--- config.mk ---
export PLATFORM = sky130hd
export DESIGN_NAME = lsu_agu_top
export DESIGN_NICKNAME = d
export VERILOG_FILES = /design/src/logic/lsu_pkg.sv /design/src/logic/lsu_agu_top.sv /design/src/logic/mem_access_unit.sv /design/src/logic/address_adder.sv /design/src/logic/ls_req_queue.sv /design/src/logic/spill_cell_flush.sv
export VERILOG_INCLUDE_DIRS = /design/src /design/src/logic
export SDC_FILE = /design/constraint.sdc
export NUM_CORES = 2
export LEC_CHECK = 0
export BUFFER_PORTS_ARGS = -buffer_cell sky130_fd_sc_hd__buf_2
export CORE_ASPECT_RATIO = 1.75
export CORE_MARGIN = 2
export CORE_UTILIZATION = 40
export DETAILED_ROUTE_END_ITERATION = 7
export GPL_TIMING_DRIVEN = 0
export PLACE_DENSITY_LB_ADDON = 0.08
export SLEW_MARGIN = 20
export SYNTH_ARGS = -nofsm -noshare
export SYNTH_HDL_FRONTEND = slang
export SYNTH_HIERARCHICAL = 1
export SYNTH_SLANG_ARGS = --single-unit
export TNS_END_PERCENT = 30
--- constraint.sdc ---
create_clock -name clk_i -period 7.1 [get_ports clk_i]
set_input_delay 0.355 -clock clk_i [delete_from_list [all_inputs] [get_ports clk_i]]
set_output_delay 0.355 -clock clk_i [all_outputs]
set_load 0.01 [all_outputs]
--- src/logic/lsu_config.svh ---
`ifndef LSU_CONFIG_SVH
`define LSU_CONFIG_SVH

// ------------------------------------------------------------
// Load/store unit configuration
// ------------------------------------------------------------

// Data and address width
`define LSU_XLEN 64

// Request tag width
`define LSU_TAG_W 4

// Entries in the issue request queue
`define LSU_REQ_DEPTH 4

// Doublewords of local data memory
`define LSU_MEM_WORDS 16

// Spill cells: 0 registered, 1 pass-through
`define LSU_SPILL_SKIP 1'b0

`endif
--- src/logic/lsu_pkg.sv ---
`include "lsu_config.svh"

package lsu_pkg;

  // ------------------------------------------------------------
  // Access width encoding
  // ------------------------------------------------------------
  typedef enum logic [2:0] {
    LS_BYTE       = 3'd0,
    LS_BYTE_U     = 3'd1,
    LS_HALFWORD   = 3'd2,
    LS_HALFWORD_U = 3'd3,
    LS_WORD       = 3'd4,
    LS_WORD_U     = 3'd5,
    LS_DOUBLEWORD = 3'd6
  } ls_type_e;

  // Exception causes raised by the address path
  typedef enum logic [3:0] {
    E_LD_ADDR_MISALIGNED = 4'd4,
    E_ST_ADDR_MISALIGNED = 4'd6
  } except_code_e;

  // ------------------------------------------------------------
  // Buffered payloads
  // ------------------------------------------------------------

  // Address adder answer, one per request
  typedef struct packed {
    logic [`LSU_TAG_W-1:0] tag;
    logic [`LSU_XLEN-1:0]  addr;
    logic [`LSU_XLEN-1:0]  st_data;
    ls_type_e              ls_type;
    logic                  is_store;
    logic                  except_raised;
    except_code_e          except_code;
  } adder_ans_t;

  // Completion returned to issue
  typedef struct packed {
    logic [`LSU_TAG_W-1:0] tag;
    logic [`LSU_XLEN-1:0]  data;
    logic                  except_raised;
    except_code_e          except_code;
  } lsu_cpl_t;

endpackage

--- src/logic/lsu_agu_top.sv ---
`timescale 1ns/1ps
`include "lsu_config.svh"

module lsu_agu_top (
  input  logic                   clk_i,
  input  logic                   rst_n_i,
  input  logic                   flush_i,

  // Issue side
  input  logic                   issue_valid_i,
  output logic                   issue_ready_o,
  input  logic [`LSU_TAG_W-1:0]  issue_tag_i,
  input  logic [`LSU_XLEN-1:0]   issue_base_i,
  input  logic [`LSU_XLEN-1:0]   issue_offs_i,
  input  lsu_pkg::ls_type_e      issue_ls_type_i,
  input  logic                   issue_is_store_i,
  input  logic [`LSU_XLEN-1:0]   issue_data_i,

  // Completion side
  output logic                   cpl_valid_o,
  input  logic                   cpl_ready_i,
  output logic [`LSU_TAG_W-1:0]  cpl_tag_o,
  output logic [`LSU_XLEN-1:0]   cpl_data_o,
  output logic                   cpl_except_o,
  output lsu_pkg::except_code_e  cpl_except_code_o
);

  // ------------------------------------------------------------
  // Queue to adder
  // ------------------------------------------------------------
  logic                  q_valid;
  logic                  q_ready;
  logic [`LSU_TAG_W-1:0] q_tag;
  logic [`LSU_XLEN-1:0]  q_base;
  logic [`LSU_XLEN-1:0]  q_offs;
  lsu_pkg::ls_type_e     q_ls_type;
  logic                  q_is_store;
  logic [`LSU_XLEN-1:0]  q_data;

  // Adder to access unit
  logic                  a_valid;
  logic                  a_ready;
  logic [`LSU_TAG_W-1:0] a_tag;
  logic [`LSU_XLEN-1:0]  a_addr;
  logic [`LSU_XLEN-1:0]  a_st_data;
  lsu_pkg::ls_type_e     a_ls_type;
  logic                  a_is_store;
  logic                  a_except;
  lsu_pkg::except_code_e a_except_code;

  ls_req_queue #(
    .DEPTH (`LSU_REQ_DEPTH)
  ) i_req_queue (
    .clk_i          (clk_i),
    .rst_n_i        (rst_n_i),
    .flush_i        (flush_i),
    .in_valid_i     (issue_valid_i),
    .in_ready_o     (issue_ready_o),
    .in_tag_i       (issue_tag_i),
    .in_base_i      (issue_base_i),
    .in_offs_i      (issue_offs_i),
    .in_ls_type_i   (issue_ls_type_i),
    .in_is_store_i  (issue_is_store_i),
    .in_data_i      (issue_data_i),
    .out_valid_o    (q_valid),
    .out_ready_i    (q_ready),
    .out_tag_o      (q_tag),
    .out_base_o     (q_base),
    .out_offs_o     (q_offs),
    .out_ls_type_o  (q_ls_type),
    .out_is_store_o (q_is_store),
    .out_data_o     (q_data)
  );

  // Effective address and alignment fault
  address_adder i_addr_adder (
    .clk_i         (clk_i),
    .rst_n_i       (rst_n_i),
    .flush_i       (flush_i),
    .valid_i       (q_valid),
    .ready_i       (a_ready),
    .valid_o       (a_valid),
    .ready_o       (q_ready),
    .tag_i         (q_tag),
    .base_i        (q_base),
    .offs_i        (q_offs),
    .ls_type_i     (q_ls_type),
    .is_store_i    (q_is_store),
    .st_data_i     (q_data),
    .tag_o         (a_tag),
    .addr_o        (a_addr),
    .st_data_o     (a_st_data),
    .ls_type_o     (a_ls_type),
    .is_store_o    (a_is_store),
    .except_o      (a_except),
    .except_code_o (a_except_code)
  );

  // Memory access and in-order completion
  mem_access_unit i_mem_access (
    .clk_i             (clk_i),
    .rst_n_i           (rst_n_i),
    .flush_i           (flush_i),
    .valid_i           (a_valid),
    .ready_o           (a_ready),
    .tag_i             (a_tag),
    .addr_i            (a_addr),
    .st_data_i         (a_st_data),
    .ls_type_i         (a_ls_type),
    .is_store_i        (a_is_store),
    .except_i          (a_except),
    .except_code_i     (a_except_code),
    .cpl_valid_o       (cpl_valid_o),
    .cpl_ready_i       (cpl_ready_i),
    .cpl_tag_o         (cpl_tag_o),
    .cpl_data_o        (cpl_data_o),
    .cpl_except_o      (cpl_except_o),
    .cpl_except_code_o (cpl_except_code_o)
  );

endmodule

--- src/logic/mem_access_unit.sv ---
`timescale 1ns/1ps
`include "lsu_config.svh"

module mem_access_unit (
  input  logic                   clk_i,
  input  logic                   rst_n_i,
  input  logic                   flush_i,

  // From the address adder
  input  logic                   valid_i,
  output logic                   ready_o,
  input  logic [`LSU_TAG_W-1:0]  tag_i,
  input  logic [`LSU_XLEN-1:0]   addr_i,
  input  logic [`LSU_XLEN-1:0]   st_data_i,
  input  lsu_pkg::ls_type_e      ls_type_i,
  input  logic                   is_store_i,
  input  logic                   except_i,
  input  lsu_pkg::except_code_e  except_code_i,

  // Completion port
  output logic                   cpl_valid_o,
  input  logic                   cpl_ready_i,
  output logic [`LSU_TAG_W-1:0]  cpl_tag_o,
  output logic [`LSU_XLEN-1:0]   cpl_data_o,
  output logic                   cpl_except_o,
  output lsu_pkg::except_code_e  cpl_except_code_o
);

  localparam int NBYTES = `LSU_XLEN / 8;
  localparam int OFF_W  = $clog2(NBYTES);
  localparam int IDX_W  = $clog2(`LSU_MEM_WORDS);

  // ------------------------------------------------------------
  // Local data memory
  // ------------------------------------------------------------
  logic [`LSU_XLEN-1:0] mem_q [`LSU_MEM_WORDS];

  logic [IDX_W-1:0]     idx;
  logic [OFF_W-1:0]     off;
  logic [NBYTES-1:0]    size_mask;
  logic [NBYTES-1:0]    byte_en;
  logic [`LSU_XLEN-1:0] wr_data;
  logic [`LSU_XLEN-1:0] rd_shift;
  logic [`LSU_XLEN-1:0] ld_data;
  logic                 accept;
  logic                 mem_we;
  lsu_pkg::lsu_cpl_t    cpl_d;
  lsu_pkg::lsu_cpl_t    cpl_q;

  // Doubleword index above the byte offset, upper bits ignored
  assign idx = addr_i[IDX_W+OFF_W-1:OFF_W];
  assign off = addr_i[OFF_W-1:0];

  assign accept = valid_i & ready_o;
  // No write for faults or in a flush cycle
  assign mem_we = accept & is_store_i & ~except_i & ~flush_i;

  // Bytes touched by the access, before the offset shift
  always_comb begin
    case (ls_type_i)
      lsu_pkg::LS_BYTE, lsu_pkg::LS_BYTE_U:         size_mask = NBYTES'(8'h01);
      lsu_pkg::LS_HALFWORD, lsu_pkg::LS_HALFWORD_U: size_mask = NBYTES'(8'h03);
      lsu_pkg::LS_WORD, lsu_pkg::LS_WORD_U:         size_mask = NBYTES'(8'h0f);
      lsu_pkg::LS_DOUBLEWORD:                       size_mask = NBYTES'(8'hff);
      default:                                      size_mask = '0;
    endcase
  end

  assign byte_en = size_mask << off;
  // Low bytes of the store data moved to their lanes
  assign wr_data = st_data_i << {off, 3'b000};

  // Cleared on reset, then byte-lane writes
  always_ff @(posedge clk_i) begin
    if (!rst_n_i) begin
      for (int w = 0; w < `LSU_MEM_WORDS; w++) begin
        mem_q[w] <= '0;
      end
    end else if (mem_we) begin
      for (int b = 0; b < NBYTES; b++) begin
        if (byte_en[b]) begin
          mem_q[idx][8*b +: 8] <= wr_data[8*b +: 8];
        end
      end
    end
  end

  // ------------------------------------------------------------
  // Load extraction and extension
  // ------------------------------------------------------------
  // Addressed byte lands in bits 7:0
  assign rd_shift = mem_q[idx] >> {off, 3'b000};

  always_comb begin
    case (ls_type_i)
      lsu_pkg::LS_BYTE:       ld_data = {{(`LSU_XLEN-8){rd_shift[7]}}, rd_shift[7:0]};
      lsu_pkg::LS_BYTE_U:     ld_data = {{(`LSU_XLEN-8){1'b0}}, rd_shift[7:0]};
      lsu_pkg::LS_HALFWORD:   ld_data = {{(`LSU_XLEN-16){rd_shift[15]}}, rd_shift[15:0]};
      lsu_pkg::LS_HALFWORD_U: ld_data = {{(`LSU_XLEN-16){1'b0}}, rd_shift[15:0]};
      lsu_pkg::LS_WORD:       ld_data = {{(`LSU_XLEN-32){rd_shift[31]}}, rd_shift[31:0]};
      lsu_pkg::LS_WORD_U:     ld_data = {{(`LSU_XLEN-32){1'b0}}, rd_shift[31:0]};
      default:                ld_data = rd_shift;
    endcase
  end

  // Stores and faults return zero data
  always_comb begin
    cpl_d.tag           = tag_i;
    cpl_d.data          = (except_i || is_store_i) ? '0 : ld_data;
    cpl_d.except_raised = except_i;
    cpl_d.except_code   = except_code_i;
  end

  // Completion stage, sampled at acceptance
  spill_cell_flush #(
    .DATA_T (lsu_pkg::lsu_cpl_t),
    .SKIP   (`LSU_SPILL_SKIP)
  ) i_cpl_cell (
    .clk_i   (clk_i),
    .rst_n_i (rst_n_i),
    .flush_i (flush_i),
    .valid_i (valid_i),
    .ready_o (ready_o),
    .data_i  (cpl_d),
    .valid_o (cpl_valid_o),
    .ready_i (cpl_ready_i),
    .data_o  (cpl_q)
  );

  assign cpl_tag_o         = cpl_q.tag;
  assign cpl_data_o        = cpl_q.data;
  assign cpl_except_o      = cpl_q.except_raised;
  assign cpl_except_code_o = cpl_q.except_code;

endmodule

--- src/logic/address_adder.sv ---
`timescale 1ns/1ps
`include "lsu_config.svh"

module address_adder (
  input  logic                   clk_i,
  input  logic                   rst_n_i,
  input  logic                   flush_i,

  // Handshake
  input  logic                   valid_i,
  input  logic                   ready_i,
  output logic                   valid_o,
  output logic                   ready_o,

  // Request from the queue
  input  logic [`LSU_TAG_W-1:0]  tag_i,
  input  logic [`LSU_XLEN-1:0]   base_i,
  input  logic [`LSU_XLEN-1:0]   offs_i,
  input  lsu_pkg::ls_type_e      ls_type_i,
  input  logic                   is_store_i,
  input  logic [`LSU_XLEN-1:0]   st_data_i,

  // Answer to the access unit
  output logic [`LSU_TAG_W-1:0]  tag_o,
  output logic [`LSU_XLEN-1:0]   addr_o,
  output logic [`LSU_XLEN-1:0]   st_data_o,
  output lsu_pkg::ls_type_e      ls_type_o,
  output logic                   is_store_o,
  output logic                   except_o,
  output lsu_pkg::except_code_e  except_code_o
);

  logic [`LSU_XLEN-1:0] eff_addr;
  logic                 misaligned;
  lsu_pkg::adder_ans_t  ans_d;
  lsu_pkg::adder_ans_t  ans_q;

  // Wraps modulo 2^XLEN
  assign eff_addr = base_i + offs_i;

  // ------------------------------------------------------------
  // Natural alignment check
  // ------------------------------------------------------------
  always_comb begin
    case (ls_type_i)
      lsu_pkg::LS_HALFWORD, lsu_pkg::LS_HALFWORD_U: misaligned = eff_addr[0];
      lsu_pkg::LS_WORD, lsu_pkg::LS_WORD_U:         misaligned = |eff_addr[1:0];
      lsu_pkg::LS_DOUBLEWORD:                       misaligned = |eff_addr[2:0];
      // Bytes are always aligned
      default:                                      misaligned = 1'b0;
    endcase
  end

  // Pack the answer
  always_comb begin
    ans_d.tag           = tag_i;
    ans_d.addr          = eff_addr;
    ans_d.st_data       = st_data_i;
    ans_d.ls_type       = ls_type_i;
    ans_d.is_store      = is_store_i;
    ans_d.except_raised = misaligned;
    ans_d.except_code   = is_store_i ? lsu_pkg::E_ST_ADDR_MISALIGNED
                                     : lsu_pkg::E_LD_ADDR_MISALIGNED;
  end

  // Output stage, one cycle
  spill_cell_flush #(
    .DATA_T (lsu_pkg::adder_ans_t),
    .SKIP   (`LSU_SPILL_SKIP)
  ) i_ans_cell (
    .clk_i   (clk_i),
    .rst_n_i (rst_n_i),
    .flush_i (flush_i),
    .valid_i (valid_i),
    .ready_o (ready_o),
    .data_i  (ans_d),
    .valid_o (valid_o),
    .ready_i (ready_i),
    .data_o  (ans_q)
  );

  // Unpack to loose ports
  assign tag_o         = ans_q.tag;
  assign addr_o        = ans_q.addr;
  assign st_data_o     = ans_q.st_data;
  assign ls_type_o     = ans_q.ls_type;
  assign is_store_o    = ans_q.is_store;
  assign except_o      = ans_q.except_raised;
  assign except_code_o = ans_q.except_code;

endmodule

--- src/logic/ls_req_queue.sv ---
`timescale 1ns/1ps
`include "lsu_config.svh"

module ls_req_queue #(
  parameter int DEPTH = 4
) (
  input  logic                  clk_i,
  input  logic                  rst_n_i,
  input  logic                  flush_i,

  // Issue side
  input  logic                  in_valid_i,
  output logic                  in_ready_o,
  input  logic [`LSU_TAG_W-1:0] in_tag_i,
  input  logic [`LSU_XLEN-1:0]  in_base_i,
  input  logic [`LSU_XLEN-1:0]  in_offs_i,
  input  lsu_pkg::ls_type_e     in_ls_type_i,
  input  logic                  in_is_store_i,
  input  logic [`LSU_XLEN-1:0]  in_data_i,

  // Address adder side
  output logic                  out_valid_o,
  input  logic                  out_ready_i,
  output logic [`LSU_TAG_W-1:0] out_tag_o,
  output logic [`LSU_XLEN-1:0]  out_base_o,
  output logic [`LSU_XLEN-1:0]  out_offs_o,
  output lsu_pkg::ls_type_e     out_ls_type_o,
  output logic                  out_is_store_o,
  output logic [`LSU_XLEN-1:0]  out_data_o
);

  localparam int PTR_W = (DEPTH > 1) ? $clog2(DEPTH) : 1;
  localparam int CNT_W = $clog2(DEPTH + 1);

  // ------------------------------------------------------------
  // Storage, one array per request field
  // ------------------------------------------------------------
  logic [`LSU_TAG_W-1:0] tag_mem   [DEPTH];
  logic [`LSU_XLEN-1:0]  base_mem  [DEPTH];
  logic [`LSU_XLEN-1:0]  offs_mem  [DEPTH];
  lsu_pkg::ls_type_e     type_mem  [DEPTH];
  logic                  store_mem [DEPTH];
  logic [`LSU_XLEN-1:0]  data_mem  [DEPTH];

  logic [PTR_W-1:0] wr_ptr_q;
  logic [PTR_W-1:0] rd_ptr_q;
  logic [CNT_W-1:0] cnt_q;
  logic             push;
  logic             pop;

  // Full only blocks the issue side
  assign in_ready_o  = (cnt_q != CNT_W'(DEPTH));
  assign out_valid_o = (cnt_q != '0);

  assign push = in_valid_i & in_ready_o;
  assign pop  = out_valid_o & out_ready_i;

  // Write the entry at the tail
  always_ff @(posedge clk_i) begin
    if (push) begin
      tag_mem[wr_ptr_q]   <= in_tag_i;
      base_mem[wr_ptr_q]  <= in_base_i;
      offs_mem[wr_ptr_q]  <= in_offs_i;
      type_mem[wr_ptr_q]  <= in_ls_type_i;
      store_mem[wr_ptr_q] <= in_is_store_i;
      data_mem[wr_ptr_q]  <= in_data_i;
    end
  end

  // ------------------------------------------------------------
  // Pointers and occupancy
  // ------------------------------------------------------------
  // Flush wins over a push in the same cycle, that request is dropped
  always_ff @(posedge clk_i) begin
    if (!rst_n_i || flush_i) begin
      wr_ptr_q <= '0;
      rd_ptr_q <= '0;
      cnt_q    <= '0;
    end else begin
      if (push) begin
        wr_ptr_q <= (wr_ptr_q == PTR_W'(DEPTH - 1)) ? '0 : wr_ptr_q + 1'b1;
      end
      if (pop) begin
        rd_ptr_q <= (rd_ptr_q == PTR_W'(DEPTH - 1)) ? '0 : rd_ptr_q + 1'b1;
      end
      // Simultaneous push and pop keeps the count
      case ({push, pop})
        2'b10:   cnt_q <= cnt_q + 1'b1;
        2'b01:   cnt_q <= cnt_q - 1'b1;
        default: cnt_q <= cnt_q;
      endcase
    end
  end

  // Head entry
  assign out_tag_o      = tag_mem[rd_ptr_q];
  assign out_base_o     = base_mem[rd_ptr_q];
  assign out_offs_o     = offs_mem[rd_ptr_q];
  assign out_ls_type_o  = type_mem[rd_ptr_q];
  assign out_is_store_o = store_mem[rd_ptr_q];
  assign out_data_o     = data_mem[rd_ptr_q];

endmodule

--- src/logic/spill_cell_flush.sv ---
`timescale 1ns/1ps

module spill_cell_flush #(
  parameter type DATA_T = logic,
  parameter bit  SKIP   = 1'b0
) (
  input  logic  clk_i,
  input  logic  rst_n_i,
  input  logic  flush_i,

  // Upstream side
  input  logic  valid_i,
  output logic  ready_o,
  input  DATA_T data_i,

  // Downstream side
  output logic  valid_o,
  input  logic  ready_i,
  output DATA_T data_o
);

  generate
    if (SKIP) begin : gen_skip
      // Plain wires, zero cycles of latency
      assign valid_o = valid_i;
      assign ready_o = ready_i;
      assign data_o  = data_i;
    end else begin : gen_reg
      logic  valid_q;
      DATA_T data_q;

      // Free slot, or the held entry leaves this cycle
      assign ready_o = ~valid_q | ready_i;

      // Valid bit, cleared by reset and by flush
      always_ff @(posedge clk_i) begin
        if (!rst_n_i || flush_i) begin
          valid_q <= 1'b0;
        end else if (ready_o) begin
          valid_q <= valid_i;
        end
      end

      // Payload only moves on a transfer
      always_ff @(posedge clk_i) begin
        if (valid_i && ready_o) begin
          data_q <= data_i;
        end
      end

      assign valid_o = valid_q;
      assign data_o  = data_q;
    end
  endgenerate

endmodule

==> results.yml <==
run_status:
  status: "finished, final reports clean"
sta:
  setup_viol: 0
  worst_pin_slew_ns: 1.37
  fmax_mhz: 173
  min_period_ns: 5.78
  fin_crit_sh_pct: 81.5
  relSlewSlack_pct: 8.97
  rsz0062_at_grt: "no"
  hold_viol: 0
  fin_skew_ns: 0.0389
  setup_tns_ns: 0
  slew_viol_final: 0
floorplan:
  rows: 198
  fp.dieW_um: 313
  die_y_um: 545
  pin_count: 280
  coreArea_um2: 166000
  die_area_um2: 171000
  initial_core_util_pct: 40.2
power:
  leakage_uw: 0.0260
  power_density_nw_per_um2: 299
  ir_drop_uv: 216
worst_setup_path:
  startpoint_type: "flip-flop"
  cp_cell_sequence: "buf_2 -> buf_2 -> inv_1 -> buf_2 -> buf_2 -> nand2_1 -> nor2_2 -> nand2_1 -> nand2_1"
  path_delay_family: "simple AND/OR/NAND/NOR gates"
  regToRegEndpoint: "i_mem_access/mem_q[2][61]"
  crit_cells: 9
  reg2reg_depth: 9
  crit_path_end: "i_mem_access/mem_q[2][61]"
  worst_path_most_repeated_cell: "buf_2"
  path_class: "reg2reg"
  reg2reg_from: "i_addr_adder/i_ans_cell/data_o[79]"
  crit_fanout: 10
  critPathCaptureType: "flip-flop"
  max_stage_delay_ns: 1.09
  r2r_slack_ns: 1.32
  slowest_stage: "nor2_2"
  critPathLaunch: "i_addr_adder/i_ans_cell/data_o[79]"
  worstPathArrival_ns: 6.25
  crit_required_ns: 7.57
  cp_num_buf_inv: 5
clock_network:
  cts.htree.levels: 4
  cts_root_buf: "clkbuf_16"
  cts.sinks: 1536
  cts_buffers: 153
  hold_buffers: 91
  postCtsSetupBuffers: 0
  cts_tree: "built"
  clk_pin_slew_worst_paths_ns: 0.06
  ctsLongestPathBuffers: 4
  clk_latency_ns: 0.84
  cts_resized: 0
route:
  drt_first_pass_iters: 5
  viasPerCell: 5.81
  wire_per_inst_um: 35.4
  wirelength_um: 254000
  ant_nets: 0
  drc_errors: 0
  vias: 41619
  drt_iter0_drc: 3790
yosys:
  avgSynthCellArea_um2: 15.2
  syn_area_um2: 66900
  yosys_warnings: 6
  synthCells: 4408
hold_path:
  hold_path.class: "in2reg"
placement:
  gp_congestion: 1.02
  dp_hpwl_um: 193000
  numPortBuffers: 165
global_routing:
  grt_pass1_vias: 42728
  grt_max_degree: 74
  grt_pass1_wl_um: 345000
  grt.overflow.total: 0
  antenna_found_initial: 8
  global_route.usage.total_pct: 29.7
cells_and_area:
  syn2layout_area_growth_pct: 14.6
  fillers: 14723
  final_nets: 5071
  final_layout_size_suffix_gt1_share_pct: 20.4
  fin_util_pct: 46.1
job:
  drv_cap: 0
-- power by group --
group | total (uW) | switching (uW) | internal [uW]
registers | 10500 | 187 | 10300
logic | 4790 | 3400 | 1390
clock network | 7600 | 3430 | 4180
-- how the worst min path moves through the flow --
stage,startpoint,end,slack (ns),cells after the start
floorplan,i_addr_adder/i_ans_cell/data_o[0],i_mem_access/i_cpl_cell/data_o[0],0.40,0
global placement,i_addr_adder/i_ans_cell/data_o[138],i_mem_access/i_cpl_cell/data_o[70],0.40,0
detailed placement,i_addr_adder/i_ans_cell/data_o[138],i_mem_access/i_cpl_cell/data_o[70],0.41,0
CTS,rst_n_i,i_req_queue/cnt_q[0],0.03,3
global route,rst_n_i,i_req_queue/cnt_q[2],0.06,3
finish,rst_n_i,i_req_queue/cnt_q[0],0.05,3
-- placed cells by master, fill, tap and decap left out, types with 20 or more instances in the layout --
| cell | instances |
|---|---|
| edfxtp_1 | 1525 |
| mux4_2 | 344 |
| dlygate4sd3_1 | 91 |
| a22oi_1 | 35 |
| buf_1 | 22 |
| a21oi_1 | 53 |
| clkinv_2 | 25 |
| a211oi_1 | 25 |
| a221oi_1 | 20 |
| o22ai_1 | 37 |
| clkinv_1 | 37 |
| o21ai_0 | 50 |
| buf_6 | 46 |
| nand3_1 | 24 |
| a31oi_1 | 45 |
| buf_4 | 36 |
| mux2i_1 | 130 |
| clkbuf_16 | 153 |
| mux2_2 | 76 |
| nand2_1 | 400 |
| buf_2 | 208 |
| nor2_1 | 1093 |
| clkbuf_1 | 154 |
-- per-stage QoR --
| stage | instances | hold slack, ns | total power, uW | instance area, um^2 | setup WS [ns] |
|---|---|---|---|---|---|
| 2_1_floorplan | 4409 | 0.400 | 13000 | 66900 | 3.95 |
| 3_3_place_gp | 6774 | 0.401 | 15300 | 70500 | 0.512 |
| 3_5_place_dp | 6804 | 0.406 | 15400 | 71200 | 1.45 |
| 4_1_cts | 7155 | 0.0301 | 23000 | 76600 | 1.44 |
| 5_1_grt | 7157 | 0.0590 | 23500 | 76600 | 1.51 |
| 6_report | 7161 | 0.0488 | 22900 | 76600 | 1.32 |
-- final cells by class --
class                      count  area [um^2]  share of cell area [%]
sequential                  1536        46000                    60.0
inverter                      21         78.8                   0.103
antenna                        5         12.5                  0.0163
multi-input combinational   2571        19400                    25.3
clock buffer                 179         3940                    5.14
buffer                       281         1590                    2.07
timing repair buffer         287         2350                    3.07
clock inverter                81          553                   0.722
tap                         2200         2750                    3.59
-- worst register-to-register path: stages (launching register included) --
cell      delay (ns)
edfxtp_1        0.58
buf_2           0.38
buf_2           0.40
inv_1           0.15
buf_2           0.53
buf_2           0.61
nand2_1         0.38
nor2_2          1.09
nand2_1         0.67
nand2_1         0.65
-- layer usage --
metal / wire length (um) / part of all wire, % / vias to the layer above / GRT usage [%]
met3: 15300 / 6.0 / 663 / 4.80
met5: 13 / 0.0051 / - / 0
met1: 82600 / 33 / 21560 / 30.7
met2: 132000 / 52 / 1831 / 53.4
met4: 23800 / 9.4 / 2 / 23.4
li1: - / - / 17563 / -
-- state kept, by name, summed over array words and instances (netlist names), named ones only --
name                             count
i_req_queue/offs_mem                28
i_addr_adder/i_ans_cell/data_o      84
i_req_queue/rd_ptr_q                 2
i_req_queue/store_mem                4
i_req_queue/type_mem                12
i_addr_adder/i_ans_cell/valid_o      1
i_mem_access/mem_q                1024
i_mem_access/i_cpl_cell/valid_o      1
i_req_queue/cnt_q                    3
i_req_queue/data_mem               256
i_mem_access/i_cpl_cell/data_o      73
i_req_queue/base_mem                28
i_req_queue/tag_mem                 16
i_req_queue/wr_ptr_q                 2
(Power assumes the default switching activity.)
